**config.mk**
```make
export PLATFORM = sky130hd
export DESIGN_NAME = major_state
export DESIGN_NICKNAME = d
export VERILOG_FILES = /design/src/hdl/pdp8_pkg.sv /design/src/hdl/major_state.sv
export VERILOG_INCLUDE_DIRS = /design/src /design/src/hdl
export SDC_FILE = /design/constraint.sdc
export NUM_CORES = 1
export LEC_CHECK = 0
export BUFFER_PORTS_ARGS = -buffer_cell sky130_fd_sc_hd__clkbuf_2
export CAP_MARGIN = 20
export CORE_AREA = 2 2 39 41
export CTS_CLUSTER_SIZE = 24
export DETAILED_ROUTE_END_ITERATION = 8
export DIE_AREA = 0 0 41 43
export PLACE_DENSITY_LB_ADDON = 0.15
export SLEW_MARGIN = 20
export SYNTH_ARGS = -nofsm -noshare
export SYNTH_HDL_FRONTEND = slang
export SYNTH_SLANG_ARGS = --single-unit
```
**constraint.sdc**
```tcl
create_clock -name clk -period 2.9 [get_ports clk]
set_clock_uncertainty 0.1 [all_clocks]
set_input_delay 0.29 -clock clk [delete_from_list [all_inputs] [get_ports clk]]
set_output_delay 0.29 -clock clk [all_outputs]
set_load 0.01 [all_outputs]
```
**src/hdl/pdp8_defines.svh**
```systemverilog
`ifndef PDP8_DEFINES_SVH
`define PDP8_DEFINES_SVH

// Datapath widths
`define PDP8_WORD_W      12
`define PDP8_ADDR_W      12

// 4K words of core
`define PDP8_MEM_DEPTH   4096

// Autoindex registers live at 0010 to 0017 in page zero
`define PDP8_AUTOIDX_LO  12'o0010
`define PDP8_AUTOIDX_HI  12'o0017

`endif

```
**src/hdl/pdp8_pkg.sv**
```systemverilog
`include "pdp8_defines.svh"

package pdp8_pkg;

  typedef logic [`PDP8_WORD_W-1:0] word_t;
  typedef logic [`PDP8_ADDR_W-1:0] addr_t;
  typedef logic [`PDP8_ADDR_W-8:0] page_t;  // Address bits above the 7-bit offset

  // Five clocks per major cycle where W waits out the memory read
  typedef enum logic [4:0] {
    F0, FW, F1, F2, F3,
    D0, DW, D1, D2, D3,
    E0, EW, E1, E2, E3,
    H0, HW, H1, H2, H3
  } major_state_t;

  // Top three bits of the instruction word
  typedef enum logic [2:0] {
    AND, TAD, ISZ, DCA, JMS, JMP, IOT, OPR
  } opcode_t;

  typedef struct packed {
    word_t sr;         // Switch register captured with the pulse
    logic  load_addr;
    logic  deposit;
    logic  examine;
    logic  cont;
  } panel_cmd_t;

endpackage

```
**src/hdl/major_state.sv**
```systemverilog
`timescale 1ns/10ps

module major_state (
  input  logic                   clk,
  input  logic                   reset,
  input  logic                   run,
  input  pdp8_pkg::word_t        instruction,
  output pdp8_pkg::major_state_t state
);
  import pdp8_pkg::*;

  opcode_t      opcode;
  logic         indirect;
  logic         mem_ref;
  major_state_t state_next;

  assign opcode   = opcode_t'(instruction[11:9]);
  assign indirect = instruction[8];
  assign mem_ref  = (opcode != IOT) && (opcode != OPR);  // AND through JMP

  always_comb begin
    state_next = state;
    case (state)
      F0: state_next = FW;
      FW: state_next = F1;
      F1: state_next = F2;
      F2: state_next = F3;
      F3: begin
        if (!run) begin
          state_next = H0;
        end else if (mem_ref && indirect) begin
          state_next = D0;
        end else if (mem_ref && opcode != JMP) begin
          state_next = E0;
        end else begin
          state_next = F0;  // Direct JMP and operate group
        end
      end
      D0: state_next = DW;
      DW: state_next = D1;
      D1: state_next = D2;
      D2: state_next = D3;
      D3: begin
        // Indirect JMP is complete once the pointer is in the address register
        if (opcode != JMP) begin
          state_next = E0;
        end else begin
          state_next = run ? F0 : H0;
        end
      end
      E0: state_next = EW;
      EW: state_next = E1;
      E1: state_next = E2;
      E2: state_next = E3;
      E3: state_next = run ? F0 : H0;
      H0: state_next = HW;
      HW: state_next = H1;
      H1: state_next = H2;
      H2: state_next = H3;
      H3: state_next = run ? F0 : H0;
      default: state_next = H0;
    endcase
  end

  always_ff @(posedge clk) begin
    if (reset) begin
      state <= H0;
    end else begin
      state <= state_next;
    end
  end

  assert property (@(posedge clk) disable iff (reset)
    !$isunknown(state) && (state <= H3))
    else $error("major state left the legal encodings");

endmodule

```
Yosys cells after proc, flatten, opt, wreduce, memory -nomap -nowiden
Index checks and enable logic that the tools add are counted.
Storage, ports and cells
  register bits after elaboration: 5
  logic and storage cells: 34
  output and inout port bits: 5
  input bits: 15
Cells by class
  reduce and logical (&&, ||, !) cells: 5
  muxes and demuxes: 6
  eq/ne operators: 22
Operators by type and width (count)
  5-bit one-hot mux with 19 select lines: 1
  5-bit by 4-bit equality test with 1-bit output, second input constant: 8
  5-bit by 3-bit equality test with 1-bit output, second input constant: 4
  5-bit equality test, second input constant: 4
  4-bit 2-to-1 mux: 5
  5-bit by 2-bit equality test with 1-bit output, second input constant: 2
  3-bit != test, second input constant: 3
  5-bit by 1-bit equality test with 1-bit output, second input constant: 1
  5-bit zero test: 1
  1-bit logical AND: 3
  2-bit OR reduction: 1

Logic depth before layout (Yosys ltp)
  depth in word-level cells: 7
  gate-level depth with buffers: 5
  depth with buffers taken out: 4

Least setup slack after synthesis
No wires, ideal clock.
  kind: register to register
  start: register state[3]
  end: register state[2]
  path buffers: 0
  library setup time: 0.132 ns
  required time: 2.668 ns
  setup slack: 1.541 ns
  cell stages (with the launch flop): 5
  arrival time: 1.127 ns
  cell sequence: dfxtp_1 or2_2 a21oi_1 nor3b_2 o311ai_1
On the way
  cells in the longest elaborated chain, start to end: 3
  elaborated cells on any way between the ends: 22
  classes of those cells: eq/ne: 19; mux: 1; reduce/logical: 2
Ends and longest elaborated chain
  from (decl): RTL line major_state.sv:8  | output pdp8_pkg::major_state_t state
  from (signal assigned): RTL line major_state.sv:69  | state <= state_next;
  5-bit equality test or 5-bit by 4-bit equality test with 1-bit output (tied branches): RTL line major_state.sv:23  | case (state)
  2-bit OR reduction (no line)
  5-bit one-hot mux with 19 select lines *: RTL line major_state.sv:23
Every way passes the cells marked *; elsewhere a longest branch is shown, timed or not.
A chain may end at the register's enable or synchronous reset.

Worst setup path in the final report
Ends and elaborated chain as after synthesis.

==> flow_summary_export.csv <==
group,metric,value,unit
power,p_int,0.289,mW
synth,ys.flop_type,"dfxtp_1",
synth,synth_cell_types,34,
status,status,"complete, no violations",
critical_path,crit_path_start_kind,"register",
layout,diodes,0,
cts,cts_hold_buf,0,
sta,tns,0,ns
flow_run,maxCapViolations,0,
placed_design,io_buffers,11,
floorplan,rows,14,
sta,max_slew.worst_pin.slew,0.587,ns
synth,yosysWarnings,0,
layout,area_delta_synth_final,11.0,%
layout,fin_nets,84,
sta,fmax,0.591,GHz
critical_path,reg2reg_depth,4,
synth,synth_cells,58,
routing,drt_first_pass_iters,4,
cts,post_cts_buffers,0,
global_routing,first_global_vias,429,
sta,hold_viol,0,
critical_path,crit_arrival,1.70,ns
sta,finalCriticalPeriod,1.69,ns
global_routing,grt_max_degree,16,
floorplan,dieWidth,41,microns
cts,clock-root-buffer,"clkbuf_4",
sta,setup_viol,0,
placed_design,postPlaceCellArea,514,sq um
power,leakage,0.221,nW
routing,wl_met3,44,microns
floorplan,dieArea,1760,sq um
worst_hold_path,hold_end,"state[4]",
critical_path,end_kind,"register",
cts,cts_buffer_depth,2,
synth,synthesis.nets,73,
synth,synth-async-reset-ratio,0,
critical_path,cp.required,2.91,ns
global_routing,grt_use_total,0.154,
power,ir_worst_vdd,0.501,mV
routing,via_per_inst,5.61,
power,power_density,1040,nW/um^2
cts,h-tree-depth,1,
cts,cts_tree,"built",
power,p_clk_frac,0.144,
power,power.net_switching,0.274,mW
layout,stdcell_area,542,sq um
routing,drt_iter0_markers,10,
floorplan,initial_core_util,0.353,
synth,syn-cell-area,488,sq um
sta,slew_viol_final,0,
synth,synth_edf_count,0,
layout,final_core_util,0.392,
critical_path,crit_fanout,13,
cts,cts_made_buffers,3,
global_routing,antenna_found_initial,0,
critical_path,r2r_setup_slack,1.21,ns
cts,clkSlewWorstSetupHoldPaths,0.05,ns
placed_design,dp_hpwl,782,microns
critical_path,path_class,"register to register",
layout,top_regs,"state: 5 flops",
power,switching_share,0.487,
cts,insertion_delay,0.24,ns
layout,largest_register_ffs,5,
layout,drive_above_1_share,0.324,
critical_path,rr_endpoint,"state[2]",
sta,fin_crit_sh,0.583,
routing,ant_nets,0,
synth,postSynthAreaPerCell,8.41,sq um
floorplan,pin_count,20,
routing,wl_per_cell,13.5,microns
floorplan,die_y,43,microns
worst_hold_path,hold_class,"primary input to register",
placed_design,place_ws,1.22,ns
global_routing,grt.overflow.total,0,
sta,grt_setup_unrepaired,"false",
routing,drt_wl_total,1.14,mm
power,pwr-share-seq,0.388,
placed_design,place.gp.congestion,0.822,
worst_hold_path,hold_depth,2,
sta,slew_headroom,0.608,
synth,ys_seq_elements,5,
synth,yosysSeqAreaShare,0.205,
global_routing,grt_pass1_wl,1.90,mm
sta,worst_slack,1.21,ns
routing,wl_met2,546,microns
routing,drt-met1-wl,545,microns
layout,regMostFlops,"state",
floorplan,coreArea,1380,sq um
cts,cts_resized,0,
routing,via_count,471,
worst_hold_path,hp-start,"reset",
power,combPwrFrac,0.468,
routing,drc,0,
critical_path,r2r-start,"state[3]",
routing,maxUsedRoutingLayer,"met3",
cts,cts_sinks,5,
==> area by class of cell <==
cell class                      instances  area (sq um)
Tap cell                               16          20.0
Clock buffer                            3          22.5
Multi-Input combinational cell         46           332
Fill cell                             156           842
Timing Repair Buffer                   11          55.1
Sequential cell                         5           100
Clock inverter                          1          5.00
Inverter                                2          7.51
==> layer usage <==
metal	vias to the layer above	track usage
li1	240	-
met5	-	0
met1	220	0.222
met3	0	0.0471
met2	11	0.216
met4	0	0.0400
==> worst max-delay path by stage <==
stage,slack [ns],start,to
after floorplan,1.54,state[3],state[2]
after global placement,1.23,state[3],state[2]
after detailed placement,1.22,state[3],state[2]
after CTS,1.21,state[3],state[2]
after global routing,1.13,state[3],state[3]
final,1.21,state[3],state[2]
==> synthesized netlist by cell type, types with 3 or more instances <==
cell type | n | area, sq um
a21oi_1 | 5 | 25.0
nand3_1 | 3 | 15.0
o21ai_0 | 3 | 15.0
dfxtp_1 | 5 | 100
nor2_1 | 4 | 15.0
==> critical path, cell delays in order, from the launching register on <==
cell and delay (ns):
dfxtp_1 0.46, or2_2 0.37, a21oi_1 0.25, nor3b_2 0.25
o311ai_1 0.13
==> cell usage in the layout (no fill, tap or decap), types with 2 or more instances in the layout <==
cell type  netlist  layout
clkbuf_2         0      11
a21oi_1          5       5
dfxtp_1          5       5
nor2_1           4       4
o21ai_0          3       3
nand3_1          3       3
clkbuf_4         0       3
inv_1            2       2
xnor2_1          2       2
nand2_1          2       2
nand2b_1         2       2
a21boi_0         2       2
o211ai_1         2       2
nand4_1          2       2
a31oi_1          2       2
==> stage by stage <==
stage	total power, mW	hold slack [ns]	cells
floorplan	0.443	0.262	58
global placement	0.485	0.375	80
detailed placement	0.482	0.374	80
CTS	0.568	0.114	84
global route	0.615	0.120	84
finish	0.563	0.123	84
==> cells by family (layout without fill, tap and decap cells) <==
logic type | Yosys count | in the layout | share of synthesized area
compound gates | 21 | 21 | 0.310
xor+xnor | 3 | 3 | 0.0539
buf+inv | 7 | 17 | 0.115
flops | 5 | 5 | 0.205
simple gates | 22 | 22 | 0.315
==> power groups by stage <==
stage	Combinational [mW]	Sequential (mW)	Clock, mW
floorplan	0.298	0.145	0
global placement	0.265	0.220	0
detailed placement	0.263	0.220	0
CTS	0.264	0.219	0.0854
global route	0.295	0.230	0.0907
finish	0.263	0.219	0.0810
(Power assumes the default switching activity.)
