==> config.mk <==
export PLATFORM = sky130hd
export DESIGN_NAME = panel_input
export DESIGN_NICKNAME = d
export VERILOG_FILES = /design/src/hdl/pdp8_pkg.sv /design/src/hdl/panel_input.sv
export VERILOG_INCLUDE_DIRS = /design/src /design/src/hdl
export SDC_FILE = /design/constraint.sdc
export NUM_CORES = 1
export LEC_CHECK = 0
export ABC_AREA = 1
export BUFFER_PORTS_ARGS = -buffer_cell sky130_fd_sc_hd__buf_2
export CAP_MARGIN = 20
export CORE_MARGIN = 2
export CORE_UTILIZATION = 41
export CTS_CLUSTER_SIZE = 28
export DETAILED_ROUTE_END_ITERATION = 10
export PLACE_DENSITY = 0.8
export REMOVE_ABC_BUFFERS = 1
export SYNTH_ARGS = -nofsm -noshare
export SYNTH_HDL_FRONTEND = slang
export SYNTH_SLANG_ARGS = --single-unit
==> constraint.sdc <==
create_clock -name clk -period 1.36 [get_ports clk]
set_clock_uncertainty 0.05 [all_clocks]
set_input_delay 0.068 -clock clk [delete_from_list [all_inputs] [get_ports clk]]
set_output_delay 0.068 -clock clk [all_outputs]
set_load 0.005 [all_outputs]
==> src/hdl/pdp8_defines.svh <==
`ifndef PDP8_DEFINES_SVH
`define PDP8_DEFINES_SVH

// Datapath widths
`define PDP8_WORD_W      12
`define PDP8_ADDR_W      12

// 4K words of core
`define PDP8_MEM_DEPTH   4096

// Autoindex registers live at 0010 to 0017 in page zero
`define PDP8_AUTOIDX_LO  12'o0010
`define PDP8_AUTOIDX_HI  12'o0017

`endif

==> src/hdl/pdp8_pkg.sv <==
`include "pdp8_defines.svh"

package pdp8_pkg;

  typedef logic [`PDP8_WORD_W-1:0] word_t;
  typedef logic [`PDP8_ADDR_W-1:0] addr_t;
  typedef logic [`PDP8_ADDR_W-8:0] page_t;  // Address bits above the 7-bit offset

  // Five clocks per major cycle where W waits out the memory read
  typedef enum logic [4:0] {
    F0, FW, F1, F2, F3,
    D0, DW, D1, D2, D3,
    E0, EW, E1, E2, E3,
    H0, HW, H1, H2, H3
  } major_state_t;

  // Top three bits of the instruction word
  typedef enum logic [2:0] {
    AND, TAD, ISZ, DCA, JMS, JMP, IOT, OPR
  } opcode_t;

  typedef struct packed {
    word_t sr;         // Switch register captured with the pulse
    logic  load_addr;
    logic  deposit;
    logic  examine;
    logic  cont;
  } panel_cmd_t;

endpackage

==> src/hdl/panel_input.sv <==
`timescale 1ns/10ps

module panel_input (
  input  logic                   clk,
  input  logic                   reset,
  input  pdp8_pkg::word_t        sr,
  input  logic                   load_addr,
  input  logic                   deposit,
  input  logic                   examine,
  input  logic                   cont,
  input  logic                   halt_req,
  input  pdp8_pkg::major_state_t state,
  output pdp8_pkg::panel_cmd_t   cmd,
  output logic                   run
);
  import pdp8_pkg::*;

  word_t sr_q;
  logic  load_q;
  logic  deposit_q;
  logic  examine_q;
  logic  cont_q;
  logic  take;

  assign take = (state == H1);  // One command per halt cycle

  always_ff @(posedge clk) begin
    if (load_addr || deposit) begin
      sr_q <= sr;  // Hold switches with the command
    end
  end

  always_ff @(posedge clk) begin
    if (reset) begin
      load_q    <= 1'b0;
      deposit_q <= 1'b0;
      examine_q <= 1'b0;
      cont_q    <= 1'b0;
      run       <= 1'b0;
    end else begin
      // A pulse stays pending until H1 has used it
      load_q    <= (load_q && !take) || load_addr;
      deposit_q <= (deposit_q && !take) || deposit;
      examine_q <= (examine_q && !take) || examine;
      cont_q    <= (cont_q && !take) || cont;
      if (halt_req) begin
        run <= 1'b0;
      end else if (take && cont_q) begin
        run <= 1'b1;
      end
    end
  end

  assign cmd = '{sr: sr_q, load_addr: load_q, deposit: deposit_q,
                 examine: examine_q, cont: cont_q};

  assert property (@(posedge clk) disable iff (reset) !(deposit && examine))
    else $error("deposit and examine pulsed in the same clock");

endmodule

Word-level counts from Yosys, hierarchy flattened
Cells that the tools add are included.
Widths: inputs -> output; s select.
{"block": "op_classes", "addsub": 0, "mul": 0, "div": 0, "magnitude_cmp": 0, "n_eq_ne": 1, "shift": 0, "mux": 0, "n_bitwise": 0, "reduce_logical": 12}
{"cell": "$eq 5x5->1 const B", "count": 1}
{"cell": "$logic_and 1x1->1", "count": 5}
{"cell": "$logic_or 1x1->1", "count": 5}
{"cell": "$reduce_or 2->1", "count": 1}
{"cell": "$logic_not 1->1", "count": 1}
{"block": "word_totals", "regBits": 17, "latchBits": 0, "ram_bits": 0, "romBits": 0, "in_bits": 24, "output_inout_bits": 17, "elab_cells": 19, "memories": 0}

Depth between registers and ports, before layout
Gate-level depths: netlist (run 1).
{"block": "depth", "word_depth": 4, "ltp_mapped": 5, "ltp_nobuf": 5}

Worst setup path after synthesis (run 1)
No wires, ideal clock.
{"block": "synth_path", "kind": "input-to-reg", "from": "input load_addr", "to": "register sr_q[0] (enable)", "setup_ns": 0.350, "arrival_time_ns": 0.379, "required_ns": 0.960, "path_slack_ns": 0.581, "cell_stages": 2, "path_buffers": 0, "path_cell_list": "inv_1 -> nand2_1"}
{"block": "synth_via", "elab_chain_cells": 1}
{"item": "start, declared", "line": "panel_input.sv:7", "source": "input logic load_addr,"}
{"item": "$logic_or 1x1->1", "line": "panel_input.sv:28", "source": "if (load_addr || deposit) begin"}
{"item": "end signal, assigned", "line": "panel_input.sv:29", "source": "sr_q <= sr;"}
{"item": "end, declared", "line": "panel_input.sv:18", "source": "word_t sr_q;"}
No other way between the ends.
A chain may end at the register's enable or synchronous reset.

Worst setup path after layout (run 1)
{"block": "layout_path", "from": "input reset", "to": "register examine_q"}
{"item": "start, declared", "line": "panel_input.sv:5", "source": "input logic reset,"}
{"item": "end signal, assigned", "line": "panel_input.sv:44", "source": "examine_q <= (examine_q && !take) || examine;"}
{"item": "end, declared", "line": "panel_input.sv:21", "source": "logic examine_q;"}
No word-level cell between the ends.

==> reports/results.tsv, run 1 <==
metric	value	unit
Worst slew margin	67.20	%
Remaining Overflow, GRT	0	
clock slew at reported path FFs	0.10	ns
clock buffer depth	2	
cell mode on critical path	dlygate4sd3_1	
post-synthesis sequential area ratio	77.80	%
starting density of the core	44.92	%
CP max FO	5	
Hold Violations, Final	0	
Setup crit end kind	flop	
initial antenna violation count	0	
via count	513	
Critical Path Source	reset	
die width	41.99	um
fin crit share	91.36	%
most frequent cells in the layout	buf_2 (40), dlygate4sd3_1 (18), edfxtp_1 (12), inv_1 (6)	
Core ar.	0.001318	mm^2
Clock Latency Late Sink	0.29	ns
WP buf/inv	3	
CTS root buf	clkbuf_4	
Synth top area share	60.89	%
CTS tree	yes	
Max Used Layer	met3	
Post-Syn Area	591.8	um^2
synth top area cells	edfxtp_1 (61%), dfxtp_1 (17%), buf_4 (5.1%)	
register bit total from synthesis	17	
Num CTS Buffers	3	
Inserted Diodes	0	
crit path launch type	primary input	
drt wl/cell	12.51	um
worst hold path startpoint	state[1]	
Rows	13	
met3 wire length	116	um
Setup Buffers After CTS	0	
CTS HTree Levels	1	
largest net degree at the start of global routing	13	
Syn Area/Cell	14.09	um^2
Detailed Routing Iterations Pass 1	4	
Fmax	804.8	MHz
min-delay worst type	in -> reg	
crit-path max cell delay	0.55	ns
fraction of layout cells with a size suffix above 1	47.00	%
status	completed	
Resized cells post-CTS	0	
first-pass GRT wire length	2263	um
Worst Path Required	1.55	ns
Max Cap Viol	0	
Slew @ Worst Pin	0.4908	ns
dpl ws	0.3836	ns
CP max-delay cell	dlygate4sd3_1	
Power Dens Cells	1040	mW/mm^2
crit-path cells	dlygate4sd3_1 -> buf_2 -> a21oi_1 -> dlygate4sd3_1	
RSZ-0062 raised after global routing	no	
CTS Sinks	17	
Pins Over Slew Limit	0	
Area Growth Syn to Fin	67.44	%
Iter 0 DRT Violations	6	
Synth area leader	edfxtp_1	
port bufs	40	
Ports	41	
crit path DAT	1.43	ns
Ys Warns	0	
die area	0.001763	mm^2
reg-to-reg startpoint	examine_q	
synthesized instance count	42	
hpwl dp	999	um
vias in the first global route	535	
number of fillers in the final layout	70	
final wirelength	1439	um
M1 WL	532	um
Setup CP Type	in -> reg	
final critical-path required period	1.243	ns
# nets final	125	
GRT Util Overall	17.47	%
Setup-failing EPs final	0	
commonest non-fill, non-tap cell in the layout	buf_2	
met2 wire len	789	um
setup TNS	0	ns
VDD IR max	604.0	uV
vias per inst	4.461	
GP Congestion	0.8333	
post-route setup slack	0.1175	ns
Final ANT Viol Nets	0	
hold buffers post-CTS	18	
drt drc	0	
Die H	41.99	um
synth unique cells	10	
leakage	0.4689	nW
delay-heaviest family, CP	buffers and inverters	
[flip-flops by register name, indices dropped and copies added (netlist names)]
register,flops
cont_q,1
deposit_q,1
examine_q,1
load_q,1
run,1
sr_q,12
[where the power goes]
part	internal, mW	switching (mW)	total, mW
combinational	0.0912	0.0562	0.147
clock	0.112	0.160	0.272
sequential	0.599	0.0126	0.611
total	0.802	0.229	1.03
[Yosys cell counts (all sizes together)]
master   n
nand3    1
inv      6
buf      4
nand4    1
nor2     2
or2      1
dfxtp    5
a21oi    5
edfxtp  12
nand2    5
[cells by family (layout without fill, tap and decap cells)]
group | count (synthesis) | in the layout | synth area share [%]
buffers and inverters | 10 | 68 | 8.879
AND/OR/NAND/NOR | 10 | 10 | 9.092
AO/OA/AOI/OAI | 5 | 5 | 4.228
flip-flops | 17 | 17 | 77.80
[stage by stage]
step	util (%)	instance area (um^2)	hold WS (ns)	std cells	power (mW)
global placement	59.26	780.7	0.1961	93	0.7231
finish	75.21	991.0	0.008323	115	1.030
global route	75.21	991.0	0.02681	115	1.077
detailed placement	59.26	780.7	0.1964	93	0.7296
CTS	75.21	991.0	0.008256	115	1.027
floorplan	-	561.8	0.08707	38	0.6500
[tightest hold or removal path, cell delays in order]
cell,delay (ns)
buf_2,0.08
nor2_2,0.04
nand4_1,0.06
a21oi_1,0.06
[layout make-up]
cell class                      count  area, um^2  share of cell area, %
Clock inverter                      1       7.507                 0.7576
Inverter                            6       22.52                  2.273
Sequential cell                    17       460.4                  46.46
Tap cell                           15       18.77                  1.894
Multi-Input combinational cell     15       78.83                  7.955
Clock buffer                        3       22.52                  2.273
Timing Repair Buffer               58       380.4                  38.38
[layer usage]
layer / vias up / global-route usage, %
met1: 237 / 19.10
li1: 253 / -
met5: - / 0
met4: 0 / 7.742
met2: 23 / 30.94
met3: 0 / 5.172
[path summary, 6_finish.rpt]
check                           slack [ns]   endpoint  depth (start not counted)
worst max register to register        0.20  examine_q                          3
worst min register to register        0.42     load_q                          2
worst min-delay path                 0.008        run                          4
worst max-delay path                  0.12  examine_q                          4
No activity file was read; power rests on OpenSTA's default activity.
==> inputs of run 2 (changes only) <==
--- a/config.mk
+++ b/config.mk
@@ -9,7 +9,6 @@
 export ABC_AREA = 1
 export BUFFER_PORTS_ARGS = -buffer_cell sky130_fd_sc_hd__buf_2
 export CAP_MARGIN = 20
-export CORE_MARGIN = 2
 export CORE_UTILIZATION = 41
 export CTS_CLUSTER_SIZE = 28
 export DETAILED_ROUTE_END_ITERATION = 10
==> reports/results.tsv, run 2 (synthesis gave the netlist of run 1 again) <==
metric	value	unit
status	completed	
Clock Latency Late Sink	0.27	ns
first-pass GRT wire length	2001	um
Critical Path Source	reset	
Post-Layout Inst Area	977.2	um^2
worst hold path startpoint	deposit	
Detailed Routing Iterations Pass 1	4	
GRT Util Overall	19.55	%
Setup-failing EPs final	0	
Ports	41	
# placed instances	93	
non-filler cells, final	114	
fin crit share	91.74	%
Fmax	801.5	MHz
CP max FO	5	
crit path DAT	1.42	ns
Hold Path Depth	3	
Inserted Diodes	0	
Final Power	1.010	mW
Remaining Overflow, GRT	0	
hpwl dp	868.1	um
Slew @ Worst Pin	0.4758	ns
Hold Path End	deposit_q	
worst r2r dst	cont_q	
number of fillers in the final layout	82	
crit-path max cell delay	0.55	ns
Iter 0 DRT Violations	6	
Rows	13	
min-delay worst type	in -> reg	
setup TNS	0	ns
post-route setup slack	0.1123	ns
worst hold slack	0.006701	ns
drt wl/cell	12.30	um
Area Growth Syn to Fin	65.12	%
Core ar.	0.001318	mm^2
port bufs	40	
GP Congestion	0.7458	
most frequent cells in the layout	buf_2 (40), dlygate4sd3_1 (17), edfxtp_1 (12), inv_1 (6)	
Num CTS Buffers	3	
final critical-path required period	1.248	ns
Final ANT Viol Nets	0	
commonest non-fill, non-tap cell in the layout	buf_2	
area post-placement	780.7	um^2
starting density of the core	44.92	%
clock slew at reported path FFs	0.09	ns
max FFs per register	12	
vias per inst	4.281	
clock buffer depth	2	
Setup CP Type	in -> reg	
final wirelength	1402	um
CTS root buf	clkbuf_4	
cell mode on critical path	dlygate4sd3_1	
Resized cells post-CTS	0	
Max Cap Viol	0	
Power Dens Cells	1034	mW/mm^2
RSZ-0062 raised after global routing	no	
vias in the first global route	453	
leakage	0.4657	nW
WP buf/inv	3	
reg-to-reg startpoint	cont_q	
Setup crit end kind	flop	
CTS Sinks	17	
CTS HTree Levels	1	
die area	0.001599	mm^2
final cell utilization of the core	74.17	%
initial antenna violation count	0	
largest net degree at the start of global routing	13	
Worst Reg-to-Reg Cells	3	
Worst slew margin	68.20	%
Hold Violations, Final	0	
dpl ws	0.3814	ns
drt drc	0	
CP max-delay cell	dlygate4sd3_1	
CTS tree	yes	
# nets final	124	
Worst Path Required	1.53	ns
crit-path cells	dlygate4sd3_1 -> buf_2 -> a21oi_1 -> dlygate4sd3_1	
Die H	39.99	um
via count	488	
die width	39.99	um
crit path launch type	primary input	
register-to-register setup slack	0.15	ns
fraction of layout cells with a size suffix above 1	46.46	%
delay-heaviest family, CP	buffers and inverters	
Pins Over Slew Limit	0	
VDD IR max	872.4	uV
largest register by flop count	sr_q	
## run 2: cell count changes in the layout (fill, tap and decap cells not counted), sizes merged
cell | previous run | this run
clkbuf | 3 | 4
dlygate4sd3 | 18 | 17
clkinvlp | 1 | 0
## run 2: layout make-up
type / count / area, um^2 / share of cell area (%)
flip-flops and latches: 17 / 460.4 / 47.12
clock buffers: 4 / 26.28 / 2.689
well taps: 15 / 18.77 / 1.921
multi-input cells: 15 / 78.83 / 8.067
inverters: 6 / 22.52 / 2.305
repair buffers: 57 / 370.4 / 37.90
## run 2: worst min-delay path: stages
cell and delay (ns):
buf_2 0.10, inv_1 0.06, a21oi_1 0.06
## run 2: metal layers
layer | GRT usage (%) | routed length (um)
met4 | 5.172 | 0
met3 | 3.333 | 38
met5 | 0 | 0
met1 | 28.26 | 587
met2 | 30.24 | 775
## run 2: what timing repair did
item                                    4_1_cts  5_1_grt
hold buffers                                 17        0
endpoints found under the hold margin        17        0
endpoints found under the setup margin        0        0
buffers inserted                              0        0
## run 2: worst max-delay path by stage
| stage | cells past startpoint | slack [ns] | endpoint |
|---|---|---|---|
| 2_1_floorplan | 2 | 0.58 | sr_q[0] |
| 3_3_place_gp | 3 | 0.42 | sr_q[5] |
| 3_5_place_dp | 3 | 0.38 | sr_q[4] |
| 4_1_cts | 4 | 0.14 | cont_q |
| 5_1_grt | 4 | 0.06 | cont_q |
| 6_report | 4 | 0.11 | cont_q |
## run 2: power by group
| group | leakage, nW | internal, mW | switching (mW) |
|---|---|---|---|
| Clock | 0.0150 | 0.113 | 0.140 |
| Combinational | 0.287 | 0.0895 | 0.0573 |
| Sequential | 0.164 | 0.599 | 0.0117 |
| Total | 0.466 | 0.802 | 0.209 |
