**config.mk**
```make
export PLATFORM = sky130hd
export DESIGN_NAME = mem_addr
export DESIGN_NICKNAME = d
export VERILOG_FILES = /design/src/hdl/pdp8_pkg.sv /design/src/hdl/mem_addr.sv
export VERILOG_INCLUDE_DIRS = /design/src /design/src/hdl
export SDC_FILE = /design/constraint.sdc
export NUM_CORES = 1
export LEC_CHECK = 0
export BUFFER_PORTS_ARGS = -buffer_cell sky130_fd_sc_hd__buf_4
export CORE_MARGIN = 2
export CORE_UTILIZATION = 58
export CTS_BUF_LIST = sky130_fd_sc_hd__clkbuf_8
export CTS_CLUSTER_DIAMETER = 120
export DETAILED_ROUTE_END_ITERATION = 10
export PLACE_DENSITY = 0.84
export SLEW_MARGIN = 10
export SYNTH_ARGS = -nofsm -noshare
export SYNTH_HDL_FRONTEND = slang
export SYNTH_SLANG_ARGS = --single-unit
```
**constraint.sdc**
```tcl
create_clock -name clk -period 2.6 [get_ports clk]
set_input_delay 0.13 -clock clk [delete_from_list [all_inputs] [get_ports clk]]
set_output_delay 0.13 -clock clk [all_outputs]
set_load 0.01 [all_outputs]
```
**src/hdl/pdp8_defines.svh**
```systemverilog
`ifndef PDP8_DEFINES_SVH
`define PDP8_DEFINES_SVH

// Datapath widths
`define PDP8_WORD_W      12
`define PDP8_ADDR_W      12

// 4K words of core
`define PDP8_MEM_DEPTH   4096

// Autoindex registers live at 0010 to 0017 in page zero
`define PDP8_AUTOIDX_LO  12'o0010
`define PDP8_AUTOIDX_HI  12'o0017

`endif

```
**src/hdl/pdp8_pkg.sv**
```systemverilog
`include "pdp8_defines.svh"

package pdp8_pkg;

  typedef logic [`PDP8_WORD_W-1:0] word_t;
  typedef logic [`PDP8_ADDR_W-1:0] addr_t;
  typedef logic [`PDP8_ADDR_W-8:0] page_t;  // Address bits above the 7-bit offset

  // Five clocks per major cycle where W waits out the memory read
  typedef enum logic [4:0] {
    F0, FW, F1, F2, F3,
    D0, DW, D1, D2, D3,
    E0, EW, E1, E2, E3,
    H0, HW, H1, H2, H3
  } major_state_t;

  // Top three bits of the instruction word
  typedef enum logic [2:0] {
    AND, TAD, ISZ, DCA, JMS, JMP, IOT, OPR
  } opcode_t;

  typedef struct packed {
    word_t sr;         // Switch register captured with the pulse
    logic  load_addr;
    logic  deposit;
    logic  examine;
    logic  cont;
  } panel_cmd_t;

endpackage

```
**src/hdl/mem_addr.sv**
```systemverilog
`timescale 1ns/10ps
`include "pdp8_defines.svh"

module mem_addr (
  input  logic                   clk,
  input  logic                   reset,
  input  pdp8_pkg::major_state_t state,
  input  pdp8_pkg::panel_cmd_t   cmd,
  input  pdp8_pkg::word_t        ac,
  input  pdp8_pkg::word_t        rdata,
  output pdp8_pkg::addr_t        addr,
  output pdp8_pkg::word_t        wdata,
  output logic                   write_en,
  output pdp8_pkg::word_t        instruction,
  output pdp8_pkg::word_t        mdout
);
  import pdp8_pkg::*;

  addr_t   pc;
  addr_t   next_pc;
  addr_t   skip_pc;
  addr_t   eff_addr;
  page_t   current_page;
  word_t   mdin;
  logic    index;
  logic    we_q;
  logic    step_addr;
  opcode_t opcode;

  assign opcode   = opcode_t'(instruction[11:9]);
  assign eff_addr = {instruction[7] ? current_page : page_t'(0), instruction[6:0]};

  // Panel deposit goes straight from the switch register
  assign write_en = we_q || (state == H1 && cmd.deposit && !cmd.load_addr);
  assign wdata    = (state == H1) ? cmd.sr : mdin;

  always_ff @(posedge clk) begin
    if (reset) begin
      addr        <= '0;
      pc          <= '0;
      instruction <= 12'o7000;  // NOP
      index       <= 1'b0;
      we_q        <= 1'b0;
      step_addr   <= 1'b0;
    end else begin
      we_q <= 1'b0;
      case (state)
        F0: pc <= addr;
        FW: instruction <= rdata;
        F3: begin
          if (opcode == IOT || opcode == OPR) begin
            addr <= next_pc;
          end else begin
            addr <= eff_addr;  // Operand, pointer or JMP target
          end
        end
        D0: index <= (addr >= `PDP8_AUTOIDX_LO) && (addr <= `PDP8_AUTOIDX_HI);
        DW: we_q <= index;  // Pointer write-back in D1
        D3: begin
          addr  <= index ? mdin : mdout;  // Incremented pointer for autoindex
          index <= 1'b0;
        end
        EW: we_q <= (opcode == ISZ) || (opcode == DCA) || (opcode == JMS);
        E3: addr <= next_pc;
        H1: begin
          if (cmd.load_addr) begin
            addr <= cmd.sr;
          end
          step_addr <= !cmd.load_addr && (cmd.deposit || cmd.examine);
        end
        H2: begin
          if (step_addr) begin
            addr <= addr + 12'd1;
          end
          step_addr <= 1'b0;
        end
        default: ;
      endcase
    end
  end

  always_ff @(posedge clk) begin
    case (state)
      FW: mdout <= rdata;
      F1: begin
        current_page <= pc[11:7];
        next_pc      <= pc + 12'd1;
        skip_pc      <= pc + 12'd2;
      end
      DW: begin
        mdout <= rdata;
        mdin  <= rdata + 12'd1;  // Next pointer value
      end
      EW: begin
        mdout <= rdata;
        case (opcode)
          ISZ: mdin <= rdata + 12'd1;
          DCA: mdin <= ac;
          JMS: mdin <= next_pc;  // Return address
          default: ;
        endcase
      end
      E1: begin
        if (opcode == ISZ && mdout == 12'o7777) begin
          next_pc <= skip_pc;
        end
      end
      E2: begin
        if (opcode == JMS) begin
          next_pc <= addr + 12'd1;  // Subroutine body follows its entry word
        end
      end
      HW: mdout <= rdata;  // Examine lamp
      default: ;
    endcase
  end

  // Write strobes come from flags set one state earlier
  assert property (@(posedge clk) disable iff (reset)
    write_en |-> (state inside {D1, E1, H1}))
    else $error("memory write outside D1, E1 or H1");

endmodule

```
== Word-level counts from Yosys, hierarchy flattened ==
Index checks and enable logic that the tools add are counted.

* Add/subtract/negate cells: 4
* Order comparisons: 2
* Eq/ne operators: 24
* Muxes and demuxes: 15
* Reductions and logical operators: 21

{| class="wikitable"
|+ Operators by type and width
! operator !! count
|-
| 12-bit two-way mux || 7
|-
| 12-bit case mux with 3 select lines || 2
|-
| 12-bit case mux with 5 select lines || 1
|-
| 12-bit by 1-bit adder with 12-bit output (second input constant) || 3
|-
| 5-bit by 4-bit == test with 1-bit output (second input constant) || 5
|-
| 12-bit case mux with 2 select lines || 1
|-
| 5-bit by 3-bit == test with 1-bit output (second input constant) || 3
|-
| 5-bit == test (second input constant) || 3
|-
| 12-bit by 2-bit adder with 12-bit output (second input constant) || 1
|-
| 12-bit == test (second input constant) || 1
|-
| 12-bit by 4-bit >= comparator with 1-bit output (second input constant) || 1
|-
| 12-bit by 4-bit <= comparator with 1-bit output (second input constant) || 1
|-
| 3-bit == test (second input constant) || 3
|-
| 2-bit inequality test (second input constant) || 4
|-
| 3-bit by 2-bit == test with 1-bit output (second input constant) || 2
|-
| 1-bit case mux with 2 select lines || 3
|-
| 3-bit AND reduction || 2
|-
| 2-bit nonzero test || 3
|-
| 5-bit by 1-bit == test with 1-bit output (second input constant) || 1
|-
| 5-bit by 2-bit == test with 1-bit output (second input constant) || 1
|-
| 1-bit logical AND || 5
|-
| 5-bit logical NOT || 1
|-
| 1-bit logical OR || 5
|-
| 5-bit two-way mux || 1
|-
| 6 further kinds || 6
|}

* Register bits after elaboration: 92
* Input bits: 47
* Output and inout port bits: 49

== Depth between registers and ports, before layout ==
* Depth in word-level cells: 4
* Mapped depth: 7

== Least setup slack after synthesis ==
No wires, ideal clock.

* Kind: reg2reg
* Start: register instruction[11]
* End: register mdin[0] (enable)
* Library setup time: 396 ps
* Data arrival time: 2093 ps
* Required time: 2204 ps
* Slack: 111 ps
* Cell stages (with the launch flop): 6
* Period minus slack after synthesis: 2489 ps
* Path through: dfxtp_1 -> buf_2 -> nor3b_1 -> or2_2 -> a31oi_1 -> nor3_1

* Word-level cells in the longest chain between the ends: 3
* Elaborated cells on any way between the ends: 5

{| class="wikitable"
|+ RTL lines
! item !! line !! source
|-
| from (decl) || mem_addr.sv:14 || <nowiki>output pdp8_pkg::word_t instruction,</nowiki>
|-
| from (signal assigned) || mem_addr.sv:49 || <nowiki>FW: instruction <= rdata;</nowiki>
|-
| 3-bit by 2-bit == test with 1-bit output or 3-bit == test (tied branches) || mem_addr.sv:96 || <nowiki>case (opcode)</nowiki>
|-
| 4-bit inequality test (no line) (*) || -- ||
|-
| 2-bit AND reduction (no line) (*) || -- ||
|-
| to (signal assigned) || mem_addr.sv:92 || <nowiki>mdin <= rdata + 12'd1;</nowiki>
|-
| to (signal assigned) || mem_addr.sv:97 || <nowiki>ISZ: mdin <= rdata + 12'd1;</nowiki>
|-
| to (signal assigned) || mem_addr.sv:99 || <nowiki>JMS: mdin <= next_pc;</nowiki>
|-
| to (decl) || mem_addr.sv:24 || <nowiki>word_t mdin;</nowiki>
|}

Every way passes the cells marked *; elsewhere a longest branch is shown, timed or not.
A chain may end at the register's enable or synchronous reset.

== Worst setup path after layout ==
* Start: register instruction[11]
* End: register mdin[0], data pin

* Word-level cells in the longest chain between the ends: 3
* Elaborated cells on any way between the ends: 5

{| class="wikitable"
|+ RTL lines
! item !! line !! source
|-
| 3-bit == test or 3-bit by 2-bit == test with 1-bit output (tied branches) || mem_addr.sv:96 ||
|-
| 12-bit case mux with 3 select lines (*) || mem_addr.sv:96 ||
|-
| 12-bit case mux with 2 select lines (*) || mem_addr.sv:83 || <nowiki>case (state)</nowiki>
|}

Marks and branches as above.

==> flow_summary.json <==
{
  "clkSlewWorstSetupHoldPaths_ns": 0.10,
  "place_hpwl_mm": 12.39,
  "totalWireLength_mm": 17.65,
  "seq_area_um2": 2372,
  "nNetsFinal": 733,
  "io_pins": 96,
  "fill_cells": 682,
  "hold_ws_ns": 0.1156,
  "setup_ws_ns": 0.5066,
  "critPathSlowestCell": "dfxtp_1",
  "r2r-end": "mdin[0]$_DFFE_PP_",
  "drtIter0Drc": 739,
  "ir_drop_mv": 0.3141,
  "grt.total_usage": 0.3494,
  "slew_violations": 0,
  "grt_pass1_vias": 4962,
  "postLayoutCoreUtil": 0.7148,
  "hold_depth": 4,
  "worst_setup_path_end_kind": "register",
  "hold_path_startpoint": "cmd[3]",
  "core-area_um2": 9153,
  "port_buffers": 94,
  "worst_slew_pin_slew_ns": 0.7333,
  "routed-wl-met3_mm": 2.226,
  "ctsResizeCount": 0,
  "gr-total-overflow": 0,
  "ys_types": 73,
  "whs_endpoint": "step_addr$_SDFFE_PP0N_",
  "synth-main-ff-cell": "edfxtp_1",
  "cp.arrival_ns": 2.19,
  "slew_headroom": 0.5106,
  "rows": 35,
  "final.setup_skew_ns": 0.01954,
  "insertion_delay_ns": 0.38,
  "cts_tree": "built",
  "reg2reg_from": "instruction[11]$_SDFFE_PP1N_",
  "fp.dieArea_um2": 10140,
  "pre_cts_ws_ns": 0.4801,
  "synth.cell_area_um2": 5424,
  "synth_top_area_share": 0.2934,
  "p_per_area_nw_per_um2": 472.4,
  "yosysWarnings": 0,
  "max_stage_delay_ns": 0.68,
  "htreeDepth": 3,
  "die_height_um": 100.7,
  "rsz0062_at_grt": "false",
  "worstSetupStartpointType": "register",
  "vias": 5342,
  "final_common_cell": "buf_4",
  "r2r_cells": 6,
  "regToRegSetupSlack_ns": 0.51,
  "fin_crit_ns": 2.093,
  "antenna_cells": 0,
  "wl_per_cell_um": 22.14,
  "crit_cells": 6,
  "critPathMaxFanout": 14,
  "yosys-top-cells-area": "edfxtp_1 (29%), dfxtp_1 (14%), nand2_1 (7.7%), xor2_1 (3.7%), a21oi_1 (3.4%)",
  "cap_violations": 0,
  "layout_common_cells": "buf_4 (114), nand2_1 (111), edfxtp_1 (53)",
  "synth-edff-count": 53,
  "highest_layer": "met4",
  "grt_pass1_wl_mm": 26.84,
  "dr_wl_met2_mm": 7.860,
  "start_util": 0.5926,
  "finalCritPeriodShare": 0.8051,
  "route.detailed.drc": 0,
  "hold_path_class": "in -> reg",
  "path_cells": "nor3b_1 > buf_4 > nor2_1 > nor2_1 > buf_4 > o22ai_1",
  "ant_nets": 0,
  "tns_ns": 0,
  "synth_top_area_cell": "edfxtp_1",
  "cts.path.max_buffers": 2,
  "syn_nets": 638,
  "cp_top_family": "flip-flops",
  "synth_cells": 586,
  "grt_max_degree": 43,
  "worstSetupPathType": "reg -> reg",
  "areaGrowthSynthToFinish_pct": 20.62,
  "max_freq_mhz": 477.7,
  "hold_viol_final": 0,
  "seq_area_frac_synth": 0.4374,
  "dieWidth_um": 100.7,
  "post-cts-setup-buffer-count": 0,
  "clock-root-buffer": "clkbuf_8",
  "vias_per_cell": 6.703,
  "final-setup-viol-count": 0,
  "critPathRequiredTime_ns": 2.70,
  "cp.buffers_inverters": 2,
  "antenna_found_initial": 0,
  "p_leak_nw": 2.384,
  "multi_input_area_um2": 2810,
  "numCtsBuffers": 9,
  "syn_area_per_cell_um2": 9.256,
  "wl_met1_mm": 6.525,
  "clock-sinks": 92,
  "synth-seq-cells": 92,
  "power_mw": 3.090,
  "drt-pass1-iter-count": 6,
  "drive_above_1_share": 0.2391,
  "gp_congestion": 0.9805,
  "status": "finished clean",
  "async_flop_share": 0
}
-- kinds of logic after synthesis --
family                   count (synthesis)  synth area share
buffers and inverters                   49           0.04452
AND/OR/NAND/NOR                        247            0.2254
adder cells (fa/ha/maj)                  5           0.01153
AO/OA/AOI/OAI                          130            0.1723
multiplexers                            23           0.04429
XOR/XNOR                                40           0.06459
flip-flops                              92            0.4374
-- how the worst max path moves through the flow --
stage	from	endpoint	slack [ns]
floorplan	instruction[11]$_SDFFE_PP1N_	mdin[0]$_DFFE_PP_	0.11
finish	instruction[11]$_SDFFE_PP1N_	mdin[0]$_DFFE_PP_	0.51
global placement	state[4]	next_pc[5]$_DFFE_PP_	0.48
CTS	mdout[9]$_DFFE_PP_	next_pc[11]$_DFFE_PP_	0.57
detailed placement	state[0]	addr[9]$_SDFFE_PP0P_	0.48
global route	mdout[8]$_DFFE_PP_	next_pc[11]$_DFFE_PP_	0.46
-- state kept, by name, summed over array words and instances, names as in the netlist --
signal	cells
addr	12
instruction	12
mdin	12
mdout	12
next_pc	12
pc	12
skip_pc	12
current_page	5
index	1
step_addr	1
we_q	1
-- power by group --
part / total (mW) / internal (mW) / switching (mW) / leakage (nW)
Sequential: 1.61 / 1.57 / 0.0461 / 0.795
Clock: 1.07 / 0.511 / 0.557 / 0.112
Combinational: 0.408 / 0.181 / 0.227 / 1.48
-- cell usage after synthesis (5+ instances only) --
| master | count |
|---|---|
| clkbuf_1 | 18 |
| edfxtp_1 | 53 |
| nand3_1 | 29 |
| a22oi_1 | 13 |
| inv_1 | 7 |
| dfxtp_1 | 39 |
| mux2i_1 | 15 |
| xor2_1 | 23 |
| o21ai_0 | 12 |
| nor4_1 | 6 |
| o22ai_1 | 14 |
| nor3_1 | 6 |
| buf_2 | 16 |
| ha_1 | 5 |
| a21oi_1 | 37 |
| a211oi_1 | 8 |
| nand3b_1 | 5 |
| o211ai_1 | 6 |
| nand4_1 | 13 |
| nor2_1 | 36 |
| xnor2_1 | 17 |
| nor2b_1 | 7 |
| nand2_1 | 111 |
| mux2_2 | 8 |
-- metrics by stage --
step	cell area, µm²	cells
floorplan	5424	586
global placement	6203	769
detailed placement	6203	769
CTS	6543	797
global route	6543	797
finish	6543	797
-- area by class of cell --
| class | count | share of cell area |
|---|---|---|
| clock buffers | 11 | 0.02314 |
| clock inverters | 5 | 0.01033 |
| inverters | 7 | 0.004016 |
| multi-input cells | 445 | 0.4295 |
| flip-flops and latches | 92 | 0.3626 |
| well taps | 111 | 0.02123 |
| repair buffers | 126 | 0.1492 |
-- tightest hold or removal path, cell delays in order --
cell and delay, ns:
buf_4 0.09, nor3_1 0.05, a31oi_1 0.13, nor2_1 0.04
-- repair_timing --
item	CTS	global route
hold buffers	12	0
endpoints found under the setup margin	0	0
hold endpoints to repair	12	0
-- routing by layer --
metal | up-vias | global-route usage
met4 | 0 | 0.1770
met2 | 478 | 0.5354
met3 | 109 | 0.08252
met5 | - | 0
li1 | 2324 | -
met1 | 2431 | 0.4631
(Power assumes the default switching activity.)
